$ cat config.mk
export PLATFORM = sky130hd
export DESIGN_NAME = pipeCtrlTop
export DESIGN_NICKNAME = d
export VERILOG_FILES = /design/src/design/pipeCtrlPkg.sv /design/src/design/ctrlFsm.sv /design/src/design/hazardUnit.sv /design/src/design/pipeCtrlTop.sv /design/src/design/stageTracker.sv /design/src/design/stallTimer.sv
export SDC_FILE = /design/constraint.sdc
export NUM_CORES = 1
export LEC_CHECK = 0
export BUFFER_PORTS_ARGS = -buffer_cell sky130_fd_sc_hd__buf_2
export CORE_MARGIN = 5
export CORE_UTILIZATION = 48
export CTS_CLUSTER_SIZE = 30
export DETAILED_ROUTE_END_ITERATION = 6
export PLACE_DENSITY = 0.79
export SYNTH_ARGS = -nofsm -noshare
export SYNTH_HDL_FRONTEND = slang
export SYNTH_HIERARCHICAL = 1
export SYNTH_SLANG_ARGS = --single-unit
$ cat constraint.sdc
create_clock -name clk -period 3.05 [get_ports clk]
set_input_delay 0.305 -clock clk [delete_from_list [all_inputs] [get_ports clk]]
set_output_delay 0.305 -clock clk [all_outputs]
set_load 0.01 [all_outputs]
$ cat src/design/pipeCtrlPkg.sv
package pipeCtrlPkg;

    // architectural register number, r0 reads as zero
    typedef logic [4:0] regAddr_t;

    // tag travels with the instruction only for retirement checks
    typedef logic [7:0] tag_t;

    typedef enum logic [1:0] {
        opAlu   = 2'b00,
        opLoad  = 2'b01,
        opStore = 2'b10,   // the only opcode without a destination
        opDiv   = 2'b11    // multicycle, holds execute
    } op_e;

    // operand mux select at decode, E has highest priority
    typedef enum logic [1:0] {
        fwdNone = 2'b00,
        fwdW    = 2'b01,
        fwdM    = 2'b10,
        fwdE    = 2'b11
    } fwd_e;

    typedef enum logic [1:0] {
        stRun     = 2'b00,
        stDivWait = 2'b01,
        stRecover = 2'b10
    } state_e;

    localparam int DIV_CYCLES     = 8;   // total cycles a divide sits in E
    localparam int RECOVER_CYCLES = 4;   // intake blocked after exception

    // counter must hold the longer of the two waits
    localparam int MAX_WAIT = (DIV_CYCLES > RECOVER_CYCLES) ? DIV_CYCLES : RECOVER_CYCLES;
    localparam int TIMER_W  = $clog2(MAX_WAIT + 1);

    // rd is written by everything but stores, never r0
    function automatic logic writesRd(input op_e op, input regAddr_t rd);
        return (op != opStore) && (rd != '0);
    endfunction

endpackage

$ cat src/design/ctrlFsm.sv
`timescale 1ns/10ps

module ctrlFsm (
    input  logic                                clk,
    input  logic                                rst,
    input  logic                                accept,
    input  pipeCtrlPkg::op_e                    inOp,
    input  logic                                excReq,
    input  logic                                timerDone,
    input  logic                                stallAll,
    output pipeCtrlPkg::state_e                 state,
    output logic                                intakeBlock,
    output logic                                holdE,
    output logic                                killEM,
    output logic                                timerLoad,
    output logic [pipeCtrlPkg::TIMER_W-1:0]     timerValue
);
    import pipeCtrlPkg::*;

    state_e stateNext;
    logic   divStart;
    logic   waitOver;

    // exceptions are ignored while already recovering
    assign killEM   = excReq & (state != stRecover);
    assign divStart = accept & (inOp == opDiv);
    assign waitOver = timerDone & ~stallAll;   // last count on a moving cycle

    assign timerLoad  = killEM | divStart;
    assign timerValue = killEM ? TIMER_W'(RECOVER_CYCLES) : TIMER_W'(DIV_CYCLES);

    assign intakeBlock = (state != stRun);
    // release E on the final divide cycle so it leaves on time
    assign holdE = (state == stDivWait) & ~timerDone;

    always_comb begin
        stateNext = state;
        case (state)
            stRun: begin
                if (killEM) begin
                    stateNext = stRecover;
                end else if (divStart) begin
                    stateNext = stDivWait;
                end
            end
            stDivWait: begin
                if (killEM) begin
                    stateNext = stRecover;   // divide is killed with E
                end else if (waitOver) begin
                    stateNext = stRun;
                end
            end
            stRecover: begin
                if (waitOver) begin
                    stateNext = stRun;
                end
            end
            default: stateNext = stRun;
        endcase
    end

    always_ff @(posedge clk) begin
        if (rst) begin
            state <= stRun;
        end else begin
            state <= stateNext;
        end
    end

endmodule

$ cat src/design/hazardUnit.sv
`timescale 1ns/10ps

module hazardUnit (
    // decode-stage intake
    input  logic                inValid,
    input  pipeCtrlPkg::regAddr_t inRs,
    input  pipeCtrlPkg::regAddr_t inRt,
    // execute stage
    input  logic                eValid,
    input  pipeCtrlPkg::regAddr_t eRd,
    input  logic                eWrite,
    input  pipeCtrlPkg::op_e    eOp,
    // memory stage
    input  logic                mValid,
    input  pipeCtrlPkg::regAddr_t mRd,
    input  logic                mWrite,
    // writeback stage
    input  logic                wValid,
    input  pipeCtrlPkg::regAddr_t wRd,
    input  logic                wWrite,
    input  logic                retReady,
    // from control FSM
    input  logic                holdE,
    input  logic                intakeBlock,
    output pipeCtrlPkg::fwd_e   fwdRs,
    output pipeCtrlPkg::fwd_e   fwdRt,
    output logic                loadUse,
    output logic                stallAll,
    output logic                advanceE,
    output logic                inReady,
    output logic                accept
);
    import pipeCtrlPkg::*;

    logic eFwdOk;
    logic mFwdOk;
    logic wFwdOk;
    logic eIsLoad;
    logic rsHitE;
    logic rtHitE;

    // only a live stage that writes rd can supply an operand
    assign eFwdOk = eValid & eWrite;
    assign mFwdOk = mValid & mWrite;
    assign wFwdOk = wValid & wWrite;

    // priority E > M > W, r0 never forwarded
    function automatic fwd_e pickFwd(input regAddr_t src);
        fwd_e sel;
        if (src == '0) begin
            sel = fwdNone;
        end else if (eFwdOk && (src == eRd)) begin
            sel = fwdE;
        end else if (mFwdOk && (src == mRd)) begin
            sel = fwdM;
        end else if (wFwdOk && (src == wRd)) begin
            sel = fwdW;
        end else begin
            sel = fwdNone;
        end
        return sel;
    endfunction

    always_comb begin
        fwdRs = pickFwd(inRs);
        fwdRt = pickFwd(inRt);
    end

    // load data is not ready until M, so an E match must wait a cycle
    assign eIsLoad = eFwdOk & (eOp == opLoad);
    assign rsHitE  = (inRs != '0) & (inRs == eRd);
    assign rtHitE  = (inRt != '0) & (inRt == eRd);
    assign loadUse = inValid & eIsLoad & (rsHitE | rtHitE);

    // retire back-pressure freezes every stage
    assign stallAll = wValid & ~retReady;

    // E moves on unless a divide is still running or the pipe is frozen
    assign advanceE = ~holdE & ~stallAll;

    assign inReady = ~stallAll & ~loadUse & ~intakeBlock;
    assign accept  = inValid & inReady;   // handshake at decode

endmodule

$ cat src/design/pipeCtrlTop.sv
`timescale 1ns/10ps

module pipeCtrlTop (
    input  logic                  clk,
    input  logic                  rst,
    input  logic                  inValid,
    output logic                  inReady,
    input  pipeCtrlPkg::tag_t     inTag,
    input  pipeCtrlPkg::regAddr_t inRs,
    input  pipeCtrlPkg::regAddr_t inRt,
    input  pipeCtrlPkg::regAddr_t inRd,
    input  pipeCtrlPkg::op_e      inOp,
    output pipeCtrlPkg::fwd_e     fwdRs,
    output pipeCtrlPkg::fwd_e     fwdRt,
    input  logic                  excReq,
    output logic                  retValid,
    input  logic                  retReady,
    output pipeCtrlPkg::tag_t     retTag,
    output pipeCtrlPkg::regAddr_t retRd,
    output logic                  retWrite
);
    import pipeCtrlPkg::*;

    // stage fields seen by the hazard logic
    logic     eValid;
    regAddr_t eRd;
    logic     eWrite;
    op_e      eOp;
    logic     mValid;
    regAddr_t mRd;
    logic     mWrite;
    logic     wValid;
    regAddr_t wRd;
    logic     wWrite;

    // pipeline control
    logic               accept;
    logic               stallAll;
    logic               advanceE;
    logic               intakeBlock;
    logic               holdE;
    logic               killEM;
    logic               timerLoad;
    logic [TIMER_W-1:0] timerValue;
    logic               timerDone;

    hazardUnit hazardInst (
        .inValid     (inValid),
        .inRs        (inRs),
        .inRt        (inRt),
        .eValid      (eValid),
        .eRd         (eRd),
        .eWrite      (eWrite),
        .eOp         (eOp),
        .mValid      (mValid),
        .mRd         (mRd),
        .mWrite      (mWrite),
        .wValid      (wValid),
        .wRd         (wRd),
        .wWrite      (wWrite),
        .retReady    (retReady),
        .holdE       (holdE),
        .intakeBlock (intakeBlock),
        .fwdRs       (fwdRs),
        .fwdRt       (fwdRt),
        .loadUse     (),
        .stallAll    (stallAll),
        .advanceE    (advanceE),
        .inReady     (inReady),
        .accept      (accept)
    );

    stageTracker trackerInst (
        .clk      (clk),
        .rst      (rst),
        .accept   (accept),
        .inTag    (inTag),
        .inRd     (inRd),
        .inOp     (inOp),
        .advanceE (advanceE),
        .stallAll (stallAll),
        .killEM   (killEM),
        .eValid   (eValid),
        .eRd      (eRd),
        .eWrite   (eWrite),
        .eOp      (eOp),
        .mValid   (mValid),
        .mRd      (mRd),
        .mWrite   (mWrite),
        .wValid   (wValid),
        .wRd      (wRd),
        .wWrite   (wWrite),
        .retValid (retValid),
        .retTag   (retTag),
        .retRd    (retRd),
        .retWrite (retWrite),
        .retReady (retReady)
    );

    ctrlFsm fsmInst (
        .clk         (clk),
        .rst         (rst),
        .accept      (accept),
        .inOp        (inOp),
        .excReq      (excReq),
        .timerDone   (timerDone),
        .stallAll    (stallAll),
        .state       (),
        .intakeBlock (intakeBlock),
        .holdE       (holdE),
        .killEM      (killEM),
        .timerLoad   (timerLoad),
        .timerValue  (timerValue)
    );

    stallTimer timerInst (
        .clk   (clk),
        .rst   (rst),
        .load  (timerLoad),
        .value (timerValue),
        .stall (stallAll),
        .done  (timerDone)
    );

endmodule

$ cat src/design/stageTracker.sv
`timescale 1ns/10ps

module stageTracker (
    input  logic                  clk,
    input  logic                  rst,
    input  logic                  accept,
    input  pipeCtrlPkg::tag_t     inTag,
    input  pipeCtrlPkg::regAddr_t inRd,
    input  pipeCtrlPkg::op_e      inOp,
    input  logic                  advanceE,
    input  logic                  stallAll,
    input  logic                  killEM,
    output logic                  eValid,
    output pipeCtrlPkg::regAddr_t eRd,
    output logic                  eWrite,
    output pipeCtrlPkg::op_e      eOp,
    output logic                  mValid,
    output pipeCtrlPkg::regAddr_t mRd,
    output logic                  mWrite,
    output logic                  wValid,
    output pipeCtrlPkg::regAddr_t wRd,
    output logic                  wWrite,
    output logic                  retValid,
    output pipeCtrlPkg::tag_t     retTag,
    output pipeCtrlPkg::regAddr_t retRd,
    output logic                  retWrite,
    input  logic                  retReady
);
    import pipeCtrlPkg::*;

    tag_t eTag;
    tag_t mTag;
    tag_t wTag;
    logic eToM;     // live entry leaves E this cycle
    logic mToW;     // live entry leaves M this cycle

    assign eToM = eValid & advanceE & ~killEM;
    assign mToW = mValid & ~stallAll & ~killEM;

    // valid bits, the only control state here
    always_ff @(posedge clk) begin
        if (rst) begin
            eValid <= 1'b0;
            mValid <= 1'b0;
            wValid <= 1'b0;
        end else begin
            if (killEM) begin
                eValid <= 1'b0;       // includes anything accepted now
            end else if (advanceE) begin
                eValid <= accept;     // bubble when nothing arrives
            end

            if (killEM) begin
                mValid <= 1'b0;
            end else if (!stallAll) begin
                mValid <= eToM;       // bubble while E is held
            end

            // W keeps its entry through an exception
            if (mToW) begin
                wValid <= 1'b1;
            end else if (wValid && retReady) begin
                wValid <= 1'b0;       // retired with nothing behind it
            end
        end
    end

    // payload follows its valid bit
    always_ff @(posedge clk) begin
        if (accept) begin
            eTag   <= inTag;
            eRd    <= inRd;
            eOp    <= inOp;
            eWrite <= writesRd(inOp, inRd);
        end
        if (eToM && !stallAll) begin
            mTag   <= eTag;
            mRd    <= eRd;
            mWrite <= eWrite;
        end
        if (mToW) begin
            wTag   <= mTag;
            wRd    <= mRd;
            wWrite <= mWrite;
        end
    end

    // retire port is the W stage itself
    assign retValid = wValid;
    assign retTag   = wTag;
    assign retRd    = wRd;
    assign retWrite = wWrite;

endmodule

$ cat src/design/stallTimer.sv
`timescale 1ns/10ps

module stallTimer (
    input  logic                            clk,
    input  logic                            rst,
    input  logic                            load,
    input  logic [pipeCtrlPkg::TIMER_W-1:0] value,
    input  logic                            stall,
    output logic                            done
);
    import pipeCtrlPkg::*;

    logic [TIMER_W-1:0] count;   // zero when idle

    // one counter for divide and recovery, they never overlap
    always_ff @(posedge clk) begin
        if (rst) begin
            count <= '0;
        end else if (load) begin
            count <= value;          // load wins over a stall
        end else if (!stall && (count != '0)) begin
            count <= count - 1'b1;
        end
    end

    // final count of the wait
    assign done = (count == TIMER_W'(1));

endmodule

-- Yosys cells after proc, flatten, opt, wreduce, memory -nomap -nowiden
Cells that the tools add are included.
- $add $sub $neg: 1
- multipliers: 0
- divide/modulo/power cells: 0
- $lt $le $gt $ge: 0
- eq/ne operators: 14
- shifts and indexed selects: 0
- multiplexer cells: 18
- bitwise gates (word level): 30
- reductions and logical operators: 22
- operator list (kind ; count):
    5-bit equality test ; 6
    1-bit bitwise AND ; 21
    2-bit 2-to-1 mux ; 10
    5-bit nonzero test ; 3
    4-bit 2-to-1 mux ; 3
    1-bit logical AND ; 10
    5-bit logical NOT ; 2
    1-bit inverter ; 7
    2-bit one-hot mux with 3 select lines ; 1
    2-bit nonzero test ; 3
    2-bit by 1-bit equality test with 1-bit output (second input constant) ; 2
    2-bit equality test (second input constant) ; 2
    4-bit by 1-bit equality test with 1-bit output (second input constant) ; 1
    1-bit 2-to-1 mux ; 4
    2-bit inequality test (second input constant) ; 2
    4-bit nonzero test ; 1
    4-bit by 1-bit subtractor with 4-bit output (second input constant) ; 1
    3-bit by 1-bit inequality test with 1-bit output (second input constant) ; 1
    2-bit logical NOT ; 1
    1-bit OR ; 2
    2-bit OR reduction ; 1
    1-bit logical NOT ; 1
- register bits: 53
- latch bits: 0
- memory bits (writable): 0
- bits in read-only memories: 0
- input bits: 30
- memories: 0

-- Depth between registers and ports, before layout
- depth in word-level cells: 12
- mapped depth: 10
- gate-level depth less buffers: 10

-- Cells and area by module
Netlist, hierarchy kept.
- by module, submodules not included (module ; instances ; cells each ; area an instance (sq um)):
    stageTracker ; 1 ; 67 ; 1524.0
    hazardUnit ; 1 ; 58 ; 450.4
    stallTimer ; 1 ; 31 ; 262.8
    ctrlFsm ; 1 ; 21 ; 138.9

-- Least setup slack after synthesis
Ideal clock, no wire load.
- path kind: input to register
- start: input port inRt[2]
- end: register timerInst.count[0]
- setup time: 0.091 ns
- arrival time: 2.923 ns
- required time: 2.959 ns
- setup slack: 0.036 ns
- stages on the path: 9
- cell sequence: or4_1 -> nor2_2 -> or2_2 -> o32ai_2 -> nor4b_2 -> nand3_1 -> nand2_1 -> inv_1 -> a311oi_1
- cells in the longest elaborated chain, start to end: 11
- elaborated cells between the ends (all ways): 13
- RTL lines (what ; line ; text):
    from (decl) ; pipeCtrlTop.sv:10 ; input pipeCtrlPkg::regAddr_t inRt,
    5-bit equality test / 5-bit nonzero test (equally long branches) ; hazardUnit.sv:72 ; assign rtHitE = (inRt != '0) & (inRt == eRd);
    1-bit bitwise AND * ; hazardUnit.sv:72 ;
    1-bit OR * ; hazardUnit.sv:73 ; assign loadUse = inValid & eIsLoad & (rsHitE | rtHitE);
    1-bit bitwise AND * ; hazardUnit.sv:73 ;
    via hazardInst.loadUse ; hazardUnit.sv:27 ; output logic loadUse,
    1-bit inverter * ; hazardUnit.sv:81 ; assign inReady = ~stallAll & ~loadUse & ~intakeBlock;
    1-bit bitwise AND * (2 in a row) ; hazardUnit.sv:81 ;
    1-bit bitwise AND * ; hazardUnit.sv:82 ; assign accept = inValid & inReady;
    via accept ; pipeCtrlTop.sv:37 ; logic accept;
    1-bit bitwise AND * ; ctrlFsm.sv:26 ; assign divStart = accept & (inOp == opDiv);
    1-bit OR * ; ctrlFsm.sv:29 ; assign timerLoad = killEM | divStart;
    via timerLoad ; pipeCtrlTop.sv:43 ; logic timerLoad;
    4-bit 2-to-1 mux / 2-bit nonzero test (equally long branches) ; n/a ;
    to (signal assigned) ; stallTimer.sv:20 ; count <= value;
    to (signal assigned) ; stallTimer.sv:22 ; count <= count - 1'b1;
    to (decl) ; stallTimer.sv:13 ; logic [TIMER_W-1:0] count;
Mark *: on every way through the listed nets, which the timed path passes. The rest lies on a longest branch.
A chain may end at the register's enable or synchronous reset.

-- Worst setup path in the final report
- start: register trackerInst.eRd[2]
- end: register timerInst.count[2]
- cells in the longest elaborated chain, start to end: 11
- elaborated cells between the ends (all ways): 14
- RTL lines (what ; line ; text):
    from (decl) ; stageTracker.sv:14 ; output pipeCtrlPkg::regAddr_t eRd,
    from (signal assigned) ; stageTracker.sv:72 ; eRd <= inRd;
    5-bit equality test (on tied branches) ; hazardUnit.sv:71, hazardUnit.sv:72 ;
    1-bit bitwise AND (on tied branches) ; hazardUnit.sv:71, hazardUnit.sv:72 ;
    1-bit OR * ; hazardUnit.sv:73 ;
    1-bit bitwise AND * ; hazardUnit.sv:73 ;
    via hazardInst.loadUse ; hazardUnit.sv:27 ;
    1-bit inverter * ; hazardUnit.sv:81 ;
    1-bit bitwise AND * (2 in a row) ; hazardUnit.sv:81 ;
    1-bit bitwise AND * ; hazardUnit.sv:82 ;
    via accept ; pipeCtrlTop.sv:37 ;
    1-bit bitwise AND * ; ctrlFsm.sv:26 ;
    1-bit OR * ; ctrlFsm.sv:29 ;
    via timerLoad ; pipeCtrlTop.sv:43 ;
    4-bit 2-to-1 mux / 2-bit nonzero test (equally long branches) ; n/a ;
Marked as above.

==> metrics.md <==
| Metric | Value |
|---|---|
| Share of layout cells above drive strength 1 | `30.0%` |
| Number of synthesized flops with an enable pin | `44` |
| Crit path time final | `2.46 ns` |
| Pre-CTS WS | `0.616 ns` |
| Clk sinks | `53` |
| Synthesized flop and latch total | `53` |
| Die Y | `80.4 um` |
| Final worst slack | `0.586 ns` |
| R2R Path End | `timerInst/count[2]$_SDFFE_PP0P_` |
| Netlist cell types | `40` |
| Final Skew | `0.00674 ns` |
| Fraction of registers with async set/reset | `0%` |
| Total Wirelength | `4350 um` |
| DIE WIDTH | `80.4 um` |
| DR vias | `1485` |
| Status | `completed` |
| Worst VDD drop | `0.000261 V` |
| Gp weighted congestion | `0.916` |
| Initial Util | `50.0%` |
| Final Cycle Share | `80.8%` |
| Most frequent cell after synthesis | `edfxtp_1` |
| # hold bufs at CTS | `0` |
| Rows | `25` |
| Slew Viols, Final | `0` |
| Critical Path Sink Type | `register` |
| H-Tree Depth | `2` |
| Clock buffer count from CTS | `5` |
| Port Buf Inserts | `49` |
| Tot Pwr | `1.47 mW` |
| Leakage | `1.07 nW` |
| Flop2flop setup slack | `0.59 ns` |
| Worst R2R Start | `trackerInst/eRd[2]$_DFFE_PP_` |
| CP startpoint kind | `register` |
| Die ar. | `6460 um2` |
| Post-CTS Resized | `0` |
| Number of max-cap violations | `0` |
| PwrDens | `532 nW/um2` |
| CORE AREA | `4750 um2` |
| Final hold violations | `0` |
| Maximum clock rate | `406 MHz` |
| Final Util | `58.3%` |
| Cells after synthesis | `177` |
| Antenna-violating nets left | `0` |
| CP Data Required Time | `3.26 ns` |
| R2r worst-path depth | `10` |
| Post-synth top area cell | `edfxtp_1` |
| Finish-stage setup viols | `0` |
| Crit-path max FO | `6` |
| RSZ-0062 raised after global routing | `no` |
| Clock transition at the registers of the reported paths | `0.09 ns` |
| Iteration-0 DRC Markers | `45` |
| Setup crit end | `timerInst/count[2]$_SDFFE_PP0P_` |
| Worst-skew pair later-pin latency | `0.30 ns` |
| Clk buf depth | `2` |
| Nets | `258` |
| Top Ports | `50` |
| Slew HR | `63.5%` |
| Mapped Area | `2380 um2` |
| Initial antenna violation count | `0` |
| Layout Area Growth over Synthesis | `16.6%` |
| Vias in the first global route | `1528` |
| Pin count of the biggest net entering global routing | `18` |
| CTS root buffer | `clkbuf_8` |
| HP Class | `primary input to register` |
| Ys Warns | `6` |
| Synth top area share | `55.6%` |
| Crit. Startpoint | `trackerInst/eRd[2]$_DFFE_PP_` |
| GRT Total Usage | `14.7%` |
| DR pass1 iterations | `4` |
| Wire per inst | `14.8 um` |
| Largest cells by area after synthesis | `edfxtp_1, xor2_1, dfxtp_1, buf_4, xnor2_1` |
| N_diodes | `0` |
| TNS Setup | `0 ns` |
| Drt drc | `0` |
| # Post-CTS Setup Buffers | `0` |
| Most frequent cells after synthesis | `edfxtp_1, xor2_1, buf_4` |
| TritonCTS clock tree | `done` |
| Global-route wire length before repair | `7080 um` |
| Worst EP arrival | `2.67 ns` |
| Hpwl dp | `3360 um` |
| Primary FF master, synth | `edfxtp_1` |
| Kind of critical path | `register to register` |
| Vias per inst | `5.05` |
| Fraction of the yosys area taken by sequential cells | `63.2%` |
| Worst Tran Pin Value | `0.547 ns` |
| Post-Syn Area per Cell | `13.4 um2` |
| Hold WS | `0.176 ns` |
| Gr ovfl total | `0` |
worst max-delay path: stages (launching register included):
cell and delay [ns]:
edfxtp_1 0.46, xor2_1 0.19, nor4_1 0.26, nand4_1 0.20, o32ai_2 0.44, nor4b_4 0.10, nand3_1 0.12, nand2_1 0.11
inv_1 0.18, nor2_1 0.08, a311oi_1 0.26
where the power goes:
| part | leakage [nW] | internal, mW | switching, mW | total [mW] |
|---|---|---|---|---|
| Clock | 0.0585 | 0.246 | 0.220 | 0.466 |
| Combinational | 0.527 | 0.0734 | 0.0894 | 0.163 |
| Sequential | 0.480 | 0.822 | 0.0238 | 0.846 |
through the flow:
stage               std cells  area [um2]
detailed placement        286        2660
global placement          286        2660
floorplan                 178        2380
global route              294        2770
finish                    294        2770
CTS                       294        2770
worst min-delay path by stage:
stage,slack (ns),to,startpoint,cells past startpoint
2_1_floorplan,0.37,fsmInst/state[1]$_SDFFE_PP0P_,rst,1
3_3_place_gp,0.40,trackerInst/retTag[6]$_DFFE_PP_,trackerInst/mTag[6]$_DFFE_PP_,0
3_5_place_dp,0.40,trackerInst/mTag[1]$_DFFE_PP_,trackerInst/eTag[1]$_DFFE_PP_,0
4_1_cts,0.16,trackerInst/eTag[3]$_DFFE_PP_,inTag[3],1
5_1_grt,0.15,trackerInst/eTag[3]$_DFFE_PP_,inTag[3],1
6_report,0.18,trackerInst/eTag[2]$_DFFE_PP_,inTag[2],1
cells by family (layout without fill, tap and decap cells):
group                    after synthesis  after routing  share of synthesized area (%)
AO/OA/AOI/OAI                         19             19                           6.06
XOR/XNOR                              30             30                           11.1
adder cells (fa/ha/maj)                2              2                           1.05
buffers and inverters                 19             68                           4.58
flip-flops                            53             53                           63.2
multiplexers                           2              2                          0.843
other                                  1              2                          0.158
AND/OR/NAND/NOR                       51             51                           13.1
sequential cells by signal, indices dropped and copies added, names as in the netlist:
register	cells
trackerInst/retRd	5
trackerInst/eRd	5
trackerInst/retWrite	1
fsmInst/state	2
trackerInst/eOp	2
trackerInst/eWrite	1
trackerInst/retValid	1
trackerInst/mWrite	1
trackerInst/mRd	5
trackerInst/eValid	1
trackerInst/eTag	8
timerInst/count	4
trackerInst/retTag	8
trackerInst/mTag	8
trackerInst/mValid	1
per-layer routing:
metal	GRT usage [%]	up-vias	part of all wire (%)
met5	0	-	0
met4	6.59	0	1.5
met3	4.48	6	7.3
met2	22.5	55	46
met1	19.1	684	45
li1	-	740	-
layout make-up:
type                       instances  area (um2)
sequential                        53        1500
tap                               67        83.8
inverter                           9        33.8
clock inverter                     3        43.8
fill                             395        1980
multi-input combinational        106         778
clock buffer                       5        68.8
timing repair buffer              51         260
cells in the final DEF (no fill, tap or decap), drive strengths merged, types with 2 or more instances in the layout:
master and count:
nand2 5, clkbuf 5, o21ai 3, xnor2 6, a21oi 7, or4 2
buf 51, dfxtp 9, nor4 7, nand4 6, a211oi 2, nor2b 2
nor3b 2, xor2 24, nor3 6, nor2 8, ha 2, nand3 4
edfxtp 44, a311oi 2, inv 10, mux2i 2, conb 2
Note: power is estimated with default switching activity, not from simulation.
